$ cat config.mk
export PLATFORM = sky130hd
export DESIGN_NAME = echo_ranger
export DESIGN_NICKNAME = d
export VERILOG_FILES = /design/src/echo_pkg.sv /design/src/echo_ranger.sv /design/src/range_accumulator.sv /design/src/last_echo_timer.sv /design/src/first_echo_timer.sv /design/src/ping_sequencer.sv /design/src/uart_rx.sv
export SDC_FILE = /design/constraint.sdc
export NUM_CORES = 1
export LEC_CHECK = 0
export BUFFER_PORTS_ARGS = -buffer_cell sky130_fd_sc_hd__buf_2
export CAP_MARGIN = 20
export CORE_MARGIN = 2
export CORE_UTILIZATION = 60
export DETAILED_ROUTE_END_ITERATION = 7
export PLACE_DENSITY_LB_ADDON = 0.05
export SETUP_SLACK_MARGIN = 0.5
export SLEW_MARGIN = 5
export SYNTH_ARGS = -nofsm -noshare
export SYNTH_HDL_FRONTEND = slang
export SYNTH_SLANG_ARGS = --single-unit
$ cat constraint.sdc
create_clock -name clk -period 4.5 [get_ports clk]
set_input_delay 0 -clock clk [delete_from_list [all_inputs] [get_ports clk]]
set_output_delay 0 -clock clk [all_outputs]
set_load 0.01 [all_outputs]
$ cat src/echo_pkg.sv
`default_nettype none

package echo_pkg;

    // ####################################################################
    // serial command timing
    // ####################################################################

    localparam int CLKS_PER_BIT = 16;
    localparam int BAUD_W       = $clog2(CLKS_PER_BIT);

    // sample points counted from the cycle after the edge that starts a bit
    localparam logic [BAUD_W-1:0] BAUD_HALF = BAUD_W'(CLKS_PER_BIT / 2 - 1);
    localparam logic [BAUD_W-1:0] BAUD_LAST = BAUD_W'(CLKS_PER_BIT - 1);

    // ####################################################################
    // ping timing and datapath widths
    // ####################################################################

    localparam int PING_PERIOD   = 256;  // must be a power of two
    localparam int WIN_W         = $clog2(PING_PERIOD);
    localparam int PINGS_PER_RUN = 16;   // must be a power of two
    localparam int RUN_W         = $clog2(PING_PERIOD * PINGS_PER_RUN);

    // a full run of worst case times fits a sum without wrapping
    localparam int SUM_W     = WIN_W + $clog2(PINGS_PER_RUN);
    localparam int SUM_SHIFT = 4;

    // one extra bit holds the carry of the two scaled sums
    localparam int RESULT_W  = SUM_W - SUM_SHIFT + 1;

endpackage

`default_nettype wire
$ cat src/echo_ranger.sv
`timescale 1ns/1ps
`default_nettype none

module echo_ranger (
    input  logic                          clk,
    input  logic                          rst,
    input  logic                          rx_serial,
    input  logic                          echo_stb,
    output logic                          ping_stb,
    output logic [echo_pkg::RESULT_W-1:0] range,
    output logic                          range_stb,
    output logic                          frame_err
);

    logic                       start_stb;
    logic                       running;
    logic                       run_stb;
    logic [echo_pkg::WIN_W-1:0] window_time;
    logic [echo_pkg::WIN_W-1:0] first_time;
    logic [echo_pkg::WIN_W-1:0] last_time;
    logic                       hit;

    // ####################################################################
    // command and ping timing
    // ####################################################################

    uart_rx u_uart_rx (
        .clk       (clk),
        .rst       (rst),
        .rx_serial (rx_serial),
        .start_stb (start_stb),
        .frame_err (frame_err)
    );

    ping_sequencer u_ping_sequencer (
        .clk         (clk),
        .rst         (rst),
        .start_stb   (start_stb),
        .running     (running),
        .ping_stb    (ping_stb),
        .run_stb     (run_stb),
        .window_time (window_time)
    );

    // ####################################################################
    // echo timing and range
    // ####################################################################

    first_echo_timer u_first_echo_timer (
        .clk         (clk),
        .rst         (rst),
        .start_stb   (start_stb),
        .ping_stb    (ping_stb),
        .running     (running),
        .echo_stb    (echo_stb),
        .window_time (window_time),
        .first_time  (first_time),
        .hit         (hit)
    );

    last_echo_timer u_last_echo_timer (
        .clk         (clk),
        .rst         (rst),
        .start_stb   (start_stb),
        .ping_stb    (ping_stb),
        .running     (running),
        .echo_stb    (echo_stb),
        .window_time (window_time),
        .last_time   (last_time)
    );

    range_accumulator u_range_accumulator (
        .clk        (clk),
        .rst        (rst),
        .start_stb  (start_stb),
        .ping_stb   (ping_stb),
        .run_stb    (run_stb),
        .hit        (hit),
        .first_time (first_time),
        .last_time  (last_time),
        .range      (range),
        .range_stb  (range_stb)
    );

endmodule

`default_nettype wire

$ cat src/range_accumulator.sv
`timescale 1ns/1ps
`default_nettype none

module range_accumulator (
    input  logic                          clk,
    input  logic                          rst,
    input  logic                          start_stb,
    input  logic                          ping_stb,
    input  logic                          run_stb,
    input  logic                          hit,
    input  logic [echo_pkg::WIN_W-1:0]    first_time,
    input  logic [echo_pkg::WIN_W-1:0]    last_time,
    output logic [echo_pkg::RESULT_W-1:0] range,
    output logic                          range_stb
);

    logic [echo_pkg::SUM_W-1:0]    first_sum;
    logic [echo_pkg::SUM_W-1:0]    last_sum;
    logic [echo_pkg::SUM_W-1:0]    first_next;
    logic [echo_pkg::SUM_W-1:0]    last_next;
    logic [echo_pkg::RESULT_W-1:0] first_scaled;
    logic [echo_pkg::RESULT_W-1:0] last_scaled;

    // ####################################################################
    // fold of the window that closes at this ping
    // ####################################################################

    // at a ping the timers still show the window that just ended
    assign first_next = first_sum + (hit ? {{(echo_pkg::SUM_W - echo_pkg::WIN_W){1'b0}},
                                            first_time} : '0);
    assign last_next  = last_sum + (hit ? {{(echo_pkg::SUM_W - echo_pkg::WIN_W){1'b0}},
                                           last_time} : '0);

    assign first_scaled = {1'b0, first_next[echo_pkg::SUM_W-1:echo_pkg::SUM_SHIFT]};
    assign last_scaled  = {1'b0, last_next[echo_pkg::SUM_W-1:echo_pkg::SUM_SHIFT]};

    // ####################################################################
    // sums and result
    // ####################################################################

    always_ff @(posedge clk) begin
        if (rst || start_stb) begin
            first_sum <= '0;  // a run cut short by a new command is thrown away
            last_sum  <= '0;
            range_stb <= 1'b0;
        end else begin
            range_stb <= run_stb;
            if (run_stb) begin
                first_sum <= '0;
                last_sum  <= '0;
            end else if (ping_stb) begin
                first_sum <= first_next;
                last_sum  <= last_next;
            end
        end
    end

    always_ff @(posedge clk) begin
        if (run_stb) begin
            range <= first_scaled + last_scaled;
        end
    end

endmodule

`default_nettype wire

$ cat src/last_echo_timer.sv
`timescale 1ns/1ps
`default_nettype none

module last_echo_timer (
    input  logic                       clk,
    input  logic                       rst,
    input  logic                       start_stb,
    input  logic                       ping_stb,
    input  logic                       running,
    input  logic                       echo_stb,
    input  logic [echo_pkg::WIN_W-1:0] window_time,
    output logic [echo_pkg::WIN_W-1:0] last_time
);

    logic accept;

    assign accept = echo_stb && running && !ping_stb && !start_stb;

    // whether the window saw any echo at all is tracked by the first echo timer
    always_ff @(posedge clk) begin
        if (rst || start_stb || ping_stb) begin
            last_time <= '0;
        end else if (accept) begin
            last_time <= window_time;  // each new echo replaces the one before
        end
    end

endmodule

`default_nettype wire

$ cat src/first_echo_timer.sv
`timescale 1ns/1ps
`default_nettype none

module first_echo_timer (
    input  logic                       clk,
    input  logic                       rst,
    input  logic                       start_stb,
    input  logic                       ping_stb,
    input  logic                       running,
    input  logic                       echo_stb,
    input  logic [echo_pkg::WIN_W-1:0] window_time,
    output logic [echo_pkg::WIN_W-1:0] first_time,
    output logic                       hit
);

    logic accept;

    // an echo in the ping cycle belongs to no window
    assign accept = echo_stb && running && !ping_stb && !start_stb;

    always_ff @(posedge clk) begin
        if (rst) begin
            hit <= 1'b0;
        end else if (start_stb || ping_stb) begin
            hit <= 1'b0;
        end else if (accept) begin
            hit <= 1'b1;
        end
    end

    always_ff @(posedge clk) begin
        if (start_stb || ping_stb) begin
            first_time <= '0;
        end else if (accept && !hit) begin
            first_time <= window_time;  // later echoes in this window are dropped
        end
    end

endmodule

`default_nettype wire

$ cat src/ping_sequencer.sv
`timescale 1ns/1ps
`default_nettype none

module ping_sequencer (
    input  logic                       clk,
    input  logic                       rst,
    input  logic                       start_stb,
    output logic                       running,
    output logic                       ping_stb,
    output logic                       run_stb,
    output logic [echo_pkg::WIN_W-1:0] window_time
);

    logic [echo_pkg::RUN_W-1:0] run_cnt;
    logic                       first_run;

    // low bits count through one window, high bits count windows in a run
    assign window_time = run_cnt[echo_pkg::WIN_W-1:0];

    assign ping_stb = running && (window_time == '0);

    // the counter wraps to zero exactly once per run
    assign run_stb = ping_stb && (run_cnt == '0) && !first_run;

    always_ff @(posedge clk) begin
        if (rst) begin
            run_cnt   <= '0;
            running   <= 1'b0;
            first_run <= 1'b0;
        end else if (start_stb) begin
            // a command in the middle of a run drops it and begins again
            run_cnt   <= '0;
            running   <= 1'b1;
            first_run <= 1'b1;
        end else if (running) begin
            run_cnt <= run_cnt + 1'b1;
            if (ping_stb) begin
                first_run <= 1'b0;  // from here on a wrap closes a finished run
            end
        end
    end

endmodule

`default_nettype wire

$ cat src/uart_rx.sv
`timescale 1ns/1ps
`default_nettype none

module uart_rx (
    input  logic clk,
    input  logic rst,
    input  logic rx_serial,
    output logic start_stb,
    output logic frame_err
);

    typedef enum logic [1:0] {
        IDLE,
        START,
        DATA,
        STOP
    } state_t;

    state_t                      state;
    logic [echo_pkg::BAUD_W-1:0] baud_cnt;
    logic [2:0]                  bit_idx;
    logic                        rx_prev;  // last line level, for the falling edge

    // the byte value itself carries no information, any byte is a start command
    always_ff @(posedge clk) begin
        if (rst) begin
            state     <= IDLE;
            baud_cnt  <= '0;
            bit_idx   <= '0;
            rx_prev   <= 1'b1;
            start_stb <= 1'b0;
            frame_err <= 1'b0;
        end else begin
            rx_prev   <= rx_serial;
            start_stb <= 1'b0;
            frame_err <= 1'b0;
            case (state)
                IDLE: begin
                    if (rx_prev && !rx_serial) begin  // a held low line after a break is no edge
                        state    <= START;
                        baud_cnt <= '0;
                    end
                end
                START: begin
                    if (baud_cnt == echo_pkg::BAUD_HALF) begin
                        baud_cnt <= '0;
                        bit_idx  <= '0;
                        state    <= rx_serial ? IDLE : DATA;  // high here was only a glitch
                    end else begin
                        baud_cnt <= baud_cnt + 1'b1;
                    end
                end
                DATA: begin
                    if (baud_cnt == echo_pkg::BAUD_LAST) begin
                        baud_cnt <= '0;
                        bit_idx  <= bit_idx + 1'b1;
                        if (bit_idx == 3'd7) begin
                            state <= STOP;
                        end
                    end else begin
                        baud_cnt <= baud_cnt + 1'b1;
                    end
                end
                STOP: begin
                    if (baud_cnt == echo_pkg::BAUD_LAST) begin
                        baud_cnt  <= '0;
                        start_stb <= rx_serial;
                        frame_err <= !rx_serial;
                        state     <= IDLE;
                    end else begin
                        baud_cnt <= baud_cnt + 1'b1;
                    end
                end
                default: state <= IDLE;
            endcase
        end
    end

endmodule

`default_nettype wire

==> results.txt, run 1 <==
----------------------------------------------------
[Drt]
  Detailed-route via count ... 3532
  Routed length per instance ... 14.6 um
  Routed via count divided by cell count ... 5.71
  Number of search-and-repair iterations in the first detailed-routing pass ... 4
  Total length of routed wires ... 9030 um
  Number of antenna-violating nets in the routed design ... 0
  Total DRC errors in the routed layout ... 0
  Initial DRC count ... 177

[Min path]
  Worst Hold Depth ... 3
  Type of the most critical hold path ... in -> reg
  Startpoint of the worst hold path ... rx_serial
  Terminating pin of the worst hold path ... u_uart_rx.rx_prev

[Layout]
  Post-Layout Cell Count ... 619
  Net count, final ... 554
  Area Growth Syn to Fin ... 7.94%
  Final design utilization ... 0.672
  Diode count ... 0
  Final non-filler cell area ... 0.00490 mm^2
  Share of cells above drive strength 1 ... 0.108

[Yosys]
  Dominant cell type by area after synthesis ... dfxtp_1
  Post-Synth Simple-Gate Area ... 0.233
  Netlist area before placement ... 0.00454 mm^2
  Synthesized netlist net count ... 540
  Yosys synthesis warning count ... 0
  Post-synthesis adder-cell area fraction ... 0.101
  Main combinational cell family by area after synthesis ... simple AND/OR/NAND/NOR gates
  Share of synthesized area occupied by flip-flops and latches ... 0.360
  Dominant cells by area after synthesis ... dfxtp_1 (30%), ha_1 (8.8%), edfxtp_1 (6.0%)
  Proportion of synthesized area in mux cells ... 0.0419
  Most frequently used flop master after synthesis ... dfxtp_1
  Share of the synthesized area in the top cell type ... 0.300
  Area share of xor/xnor cells in the synthesized design ... 0.0816
  Synth unique cells ... 73
  Post-synth ARST share ... 0
  Average cell area after synthesis ... 9.06 um^2
  Flops & latches, synth ... 77
  Synthesized-area fraction occupied by ao, oa, aoi and oai cells ... 0.155
  Number of enable flip-flop cells after synthesis ... 9
  Post-Synthesis Cells ... 501
  Most frequent cells after synthesis ... dfxtp_1 (68), nor2_1 (68), nand2_1 (33)

[Setup path]
  Critical Setup Path Class ... reg -> reg
  Number of buffer and inverter stages on the critical path ... 0
  Cells along the critical path ... and2_1 > ha_1 > fa_1 > a211oi_2 > o21ai_4 > o31a_2 > xor2_1 > ha_1 > a21o_1 > a21o_1 > or3b_1 > o21ai_0 > nor2_1 > o311ai_1
  Slowest stage cell on the critical path ... fa_1
  Critical-path maximum fanout ... 18
  WP data required ... 4.69 ns
  Worst reg2reg setup slack ... 0.82 ns
  Peak per-stage delay on the critical path ... 0.43 ns
  RR Startpoint ... u_first_echo_timer.hit
  Number of cells traversed by the worst register-to-register path ... 14
  Critical Path End Type ... flop
  Arr. time, crit path ... 3.87 ns
  Crit-path leading delay family ... compound AO/OA/AOI/OAI gates
  Reg-to-Reg End ... u_range_accumulator.range[7]
  Element type at the critical path start ... flop

[Power and ir drop]
  Worst vdd ir ... 0.224 mV
  Power Total ... 1300 uW
  Leakage power of the design ... 0.00202 uW
  Cell Pwr Density ... 264 mW/mm^2

[Die]
  Number of standard-cell rows in the floorplan ... 31
  CORE AREA ... 0.00729 mm^2
  Number of top-level pins ... 16
  Starting Density ... 0.622
  Die Ht ... 91.0 um
  DIE AREA ... 0.00827 mm^2
  Die Wd ... 91.0 um

[GRT]
  First-pass GRT wire length ... 15200 um
  Largest net degree at the start of global routing ... 24
  Global Route met1 Usage ... 0.307
  Top Usage Layer GRT ... met2
  Met2 Track Usage GR ... 0.369
  Number of antenna violations at the first check in global routing ... 0
  Global-route usage over all layers ... 0.228
  Via count of the first global-routing pass ... 3294
  Met3 track demand over resource ... 0.0349
  GR Overflow Total ... 0

[Clock network]
  CTS tree ... yes
  Insertion delay of the later-clocked pin in the worst-skew pair ... 0.37 ns
  Setup repair bufs after CTS ... 0
  Clk pin slew, worst setup/hold paths ... 0.09 ns
  CTS H-Tree Depth ... 3
  CTS Root Cell ... clkbuf_8
  Number of buffers added by the clock tree synthesis step ... 9
  Maximum count of clock buffers along a single path ... 2
  Clock sinks ... 77

[STA]
  Count of endpoints failing hold in the final timing report ... 0
  Unrepaired setup endpoints after global routing ... false
  Total setup violations reported at the end of the flow ... 0
  Clock period minus final worst setup slack ... 3.68 ns
  Post-Route Skew ... 0.0180 ns
  Actual transition at the worst max-transition pin ... 0.862 ns
  Peak Freq ... 272 MHz
  Tightest slew margin relative to the limit ... 0.424
  Final-report max-slew violation count ... 0
  Final critical-path share of the clock period ... 0.818
  TNS Setup ... 0 ns

[Place]
  Placed cells ... 600
  Gp weighted congestion ... 0.867
  Number of port buffers ... 15
  Sum of net half-perimeters after detailed placement ... 6590 um
  Instance area at placement ... 0.00468 mm^2

[Run]
  Reported max-cap violation count ... 0

[Run status]
  Outcome ... complete, no violations

----------------------------------------------------
cell families (layout without fill, tap and decap cells):
family,Yosys count,in the layout
buf+inv,30,49
simple gates,207,207
fa+ha+maj,35,35
compound gates,94,94
flops,77,77
mux,19,19
xor+xnor,39,39
registers in the layout (all words and copies together), names as in the netlist, 3 cells and up, named ones only:
signal                         flops
u_uart_rx.bit_idx                  3
u_first_echo_timer.first_time      8
u_uart_rx.baud_cnt                 4
u_ping_sequencer.run_cnt          12
u_range_accumulator.range          9
u_last_echo_timer.last_time        8
u_range_accumulator.first_sum     12
u_range_accumulator.last_sum      12
worst min-delay path: stages:
cell	delay, ns
dlygate4sd3_1	0.52
buf_2	0.13
or2_2	0.11
power breakdown:
group          leakage, uW  switching [uW]  total [uW]  internal (uW)
clock            0.0000892             290         502            212
combinational      0.00130            54.2        84.7           30.5
sequential        0.000632            7.56         709            701
metal layers:
layer,up-vias,wire (um)
li1,1804,-
met1,1659,4330
met2,57,4280
met3,12,286
met4,0,132
met5,-,0
area by class of cell:
cell class | instances | area, um^2
timing repair buffer | 21 | 128
clock buffer | 9 | 124
tap | 99 | 124
multi-input combinational | 394 | 2780
sequential | 77 | 1630
inverter | 12 | 45.0
fill | 643 | 2390
clock inverter | 7 | 61.3
worst max path at each step:
stage                                start                           end  slack [ns]  cells after the start
global route        u_first_echo_timer.hit  u_range_accumulator.range[6]        0.59                     12
detailed placement  u_first_echo_timer.hit  u_range_accumulator.range[7]        0.78                     14
global placement    u_first_echo_timer.hit  u_range_accumulator.range[7]        0.82                     14
CTS                 u_first_echo_timer.hit  u_range_accumulator.range[7]        0.73                     14
floorplan           u_first_echo_timer.hit  u_range_accumulator.range[7]        0.99                     15
finish              u_first_echo_timer.hit  u_range_accumulator.range[7]        0.82                     14
stage by stage:
step	hold WS, ns	setup slack (ns)
final	0.427	0.817
after global routing	0.462	0.591
after global placement	0.253	0.824
after floorplan	0.0768	0.995
after detailed placement	0.260	0.777
after CTS	0.417	0.727
cell usage in the layout (no fill, tap or decap), types with 13 or more instances in the layout:
cell      instances
o21ai_0          14
xnor2_1          20
nand2_1          33
and2_1           18
nand3_1          18
dfxtp_1          67
nand2b_1         13
nor3_1           14
xor2_1           16
a21oi_1          31
ha_1             32
mux2i_1          19
nor2_1           68
buf_2            15
repair_timing:
action,CTS,global route
hold endpoints to repair,14,0
hold buffers,3,0
resized for setup,0,1
endpoints found under the setup margin,0,1
No activity file was read; power rests on OpenSTA's default activity.
==> run 2: changes to the inputs <==
--- a/config.mk
+++ b/config.mk
@@ -8,7 +8,7 @@
 export BUFFER_PORTS_ARGS = -buffer_cell sky130_fd_sc_hd__buf_2
 export CAP_MARGIN = 20
 export CORE_MARGIN = 2
-export CORE_UTILIZATION = 60
+export CORE_UTILIZATION = 56
 export DETAILED_ROUTE_END_ITERATION = 7
 export PLACE_DENSITY_LB_ADDON = 0.05
 export SETUP_SLACK_MARGIN = 0.5
==> constraint.sdc (replaced) <==
create_clock -name clk -period 3.1 [get_ports clk]
set_input_delay 0 -clock clk [delete_from_list [all_inputs] [get_ports clk]]
set_output_delay 0 -clock clk [all_outputs]
set_load 0.01 [all_outputs]
==> results.txt, run 2 (synthesized netlist as in run 1, its figures left out) <==
----------------------------------------------------
[Setup path]
  Critical Path End Type ... flop (unchanged)
  Number of buffer and inverter stages on the critical path ... 0 (unchanged)
  Reg-to-Reg End ... u_range_accumulator.range[7] (unchanged)
  Critical Setup Path Class ... reg -> reg (unchanged)
  Peak per-stage delay on the critical path ... 0.38 ns (was 0.43 ns)
  Element type at the critical path start ... flop (unchanged)
  Critical-path maximum fanout ... 4 (was 18)
  Worst reg2reg setup slack ... -0.13 ns (was 0.82 ns)
  Number of cells traversed by the worst register-to-register path ... 14 (unchanged)
  RR Startpoint ... u_first_echo_timer.hit (unchanged)
  WP data required ... 3.27 ns (was 4.69 ns)
  Crit-path leading delay family ... compound AO/OA/AOI/OAI gates (unchanged)
  CP Depth ... 14 (unchanged)
  Slowest stage cell on the critical path ... fa_2 (was fa_1)
  Worst setup path startpoint ... u_first_echo_timer.hit (unchanged)
  Arr. time, crit path ... 3.41 ns (was 3.87 ns)
  Capturing instance or port of the critical path ... u_range_accumulator.range[7] (unchanged)
  Cells along the critical path ... and2_4 > ha_4 > fa_2 > a211oi_4 > o21ai_4 > o31a_2 > xor2_2 > ha_4 > a21o_1 > a21o_1 > or3b_1 > o21ai_1 > nor2_1 > o311ai_1 (was and2_1 > ha_1 > fa_1 > a211oi_2 > o21ai_4 > o31a_2 > xor2_1 > ha_1 > a21o_1 > a21o_1 > or3b_1 > o21ai_0 > nor2_1 > o311ai_1)

[Power and ir drop]
  Worst vdd ir ... 0.294 mV (was 0.224 mV)
  Cell Pwr Density ... 351 mW/mm^2 (was 264 mW/mm^2)
  Leakage power of the design ... 0.00236 uW (was 0.00202 uW)

[STA]
  Count of endpoints failing hold in the final timing report ... 0 (unchanged)
  Total setup violations reported at the end of the flow ... 5 (was 0)
  Tightest slew margin relative to the limit ... 0.560 (was 0.424)
  Fin Hold WS ... 0.429 ns (was 0.427 ns)
  Worst Setup Slack, final ... -0.133 ns (was 0.817 ns)
  Final-report max-slew violation count ... 0 (unchanged)
  Unrepaired setup endpoints after global routing ... true (was false)
  Actual transition at the worst max-transition pin ... 0.654 ns (was 0.862 ns)
  Peak Freq ... 309 MHz (was 272 MHz)
  Final critical-path share of the clock period ... 1.04 (was 0.818)
  Clock period minus final worst setup slack ... 3.23 ns (was 3.68 ns)
  TNS Setup ... -0.431 ns (was 0 ns)
  Post-Route Skew ... 0.00774 ns (was 0.0180 ns)

[Drt]
  Total length of routed wires ... 9650 um (was 9030 um)
  Total DRC errors in the routed layout ... 0 (unchanged)
  Number of antenna-violating nets in the routed design ... 0 (unchanged)
  Number of search-and-repair iterations in the first detailed-routing pass ... 4 (unchanged)
  Routed length per instance ... 14.3 um (was 14.6 um)
  Routed via count divided by cell count ... 5.50 (was 5.71)
  Initial DRC count ... 106 (was 177)
  Detailed-route via count ... 3720 (was 3532)

[Min path]
  Type of the most critical hold path ... in -> reg (unchanged)

[Layout]
  Area Growth Syn to Fin ... 23.0% (was 7.94%)
  Biggest registers after layout ... u_ping_sequencer.run_cnt x12, u_range_accumulator.first_sum x12, u_range_accumulator.last_sum x12 (unchanged)
  Net count, final ... 608 (was 554)
  Post-Layout Cell Count ... 676 (was 619)
  Commonest cells after routing, fill and taps aside ... nor2_1 (67), dfxtp_1 (67), buf_4 (52) (was nor2_1 (68), dfxtp_1 (67), nand2_1 (33))
  Share of cells above drive strength 1 ... 0.254 (was 0.108)
  Diode count ... 0 (unchanged)

[GRT]
  Largest net degree at the start of global routing ... 31 (was 24)
  GR Overflow Total ... 0 (unchanged)
  First-pass GRT wire length ... 16400 um (was 15200 um)
  Number of antenna violations at the first check in global routing ... 0 (unchanged)
  Global-route usage over all layers ... 0.235 (was 0.228)
  Via count of the first global-routing pass ... 3669 (was 3294)

[Clock network]
  Number of buffers added by the clock tree synthesis step ... 9 (unchanged)
  CTS H-Tree Depth ... 3 (unchanged)
  CTS tree ... yes (unchanged)
  Clock sinks ... 77 (unchanged)
  Clk pin slew, worst setup/hold paths ... 0.09 ns (about the same)
  Insertion delay of the later-clocked pin in the worst-skew pair ... 0.35 ns (was 0.37 ns)
  Maximum count of clock buffers along a single path ... 2 (unchanged)
  CTS Root Cell ... clkbuf_8 (unchanged)

[Run]
  Reported max-cap violation count ... 0 (unchanged)

[Die]
  Starting Density ... 0.581 (was 0.622)
  Die Wd ... 94.0 um (was 91.0 um)
  Number of standard-cell rows in the floorplan ... 32 (was 31)
  Die Ht ... 94.0 um (was 91.0 um)
  CORE AREA ... 0.00781 mm^2 (was 0.00729 mm^2)
  Number of top-level pins ... 16 (unchanged)
  DIE AREA ... 0.00884 mm^2 (was 0.00827 mm^2)

[Run status]
  Violated checks ... setup timing
  Outcome ... complete, but fails checks (was complete, no violations)

[Place]
  Placed cells ... 649 (was 600)
  Gp weighted congestion ... 0.843 (was 0.867)
  Worst slack at placement ... -0.227 ns (was 0.777 ns)
  Sum of net half-perimeters after detailed placement ... 6960 um (was 6590 um)
  Number of port buffers ... 15 (unchanged)

----------------------------------------------------
[run 2: cell count changes in the layout (fill, tap and decap cells not counted), sizes merged]
cell and change:
clkbuf +1, bufinv +1, buf +54, inv -1, clkinv +1, clkinvlp -2
[run 2: repair_timing]
| action | 4_1_cts | 5_1_grt |
|---|---|---|
| hold buffers | 3 | 0 |
| endpoints found under the setup margin | 8 | 8 |
| endpoints found under the hold margin | 13 | 0 |
| pin swaps | 24 | 15 |
| resized for setup | 30 | 13 |
| buffers inserted | 6 | 2 |
[run 2: layout make-up]
cell class,count,area [um^2]
tap,102,128
sequential,77,1630
fill,615,2230
inverter,12,45.0
clock inverter,6,67.6
timing repair buffer,75,552
clock buffer,10,138
multi-input combinational,394,3020
[run 2: metal layers]
| layer | vias to the layer above | GRT usage | part of all wire | routed length, um |
|---|---|---|---|---|
| li1 | 1904 | - | - | - |
| met1 | 1763 | 0.298 | 0.48 | 4620 |
| met2 | 43 | 0.396 | 0.48 | 4630 |
| met3 | 10 | 0.0586 | 0.027 | 264 |
| met4 | 0 | 0.0664 | 0.014 | 135 |
| met5 | - | 0 | 0 | 0 |
[run 2: worst min path at each step]
stage              start                  end  slack, ns  depth (start not counted)
2_1_floorplan        rst  u_uart_rx.start_stb       0.08                          1
3_3_place_gp   rx_serial    u_uart_rx.rx_prev       0.24                          2
3_5_place_dp   rx_serial    u_uart_rx.rx_prev       0.25                          2
4_1_cts        rx_serial    u_uart_rx.rx_prev       0.40                          3
5_1_grt        rx_serial    u_uart_rx.rx_prev       0.43                          3
6_report       rx_serial    u_uart_rx.rx_prev       0.43                          3
[run 2: worst min-delay path: stages]
cell and delay, ns:
dlygate4sd3_1 0.52, buf_2 0.12, or2_2 0.11
[run 2: metrics by stage]
step | total power (uW) | utilization | instance area (um^2)
global route | 2030 | 0.715 | 5580
detailed placement | 1170 | 0.648 | 5060
global placement | 1170 | 0.648 | 5060
finish | 1960 | 0.715 | 5580
floorplan | 1140 | - | 4570
CTS | 1970 | 0.702 | 5480
[run 2: power breakdown]
part | switching, uW | internal [uW]
logic | 80.6 | 44.3
registers | 11.4 | 1020
clock network | 401 | 402
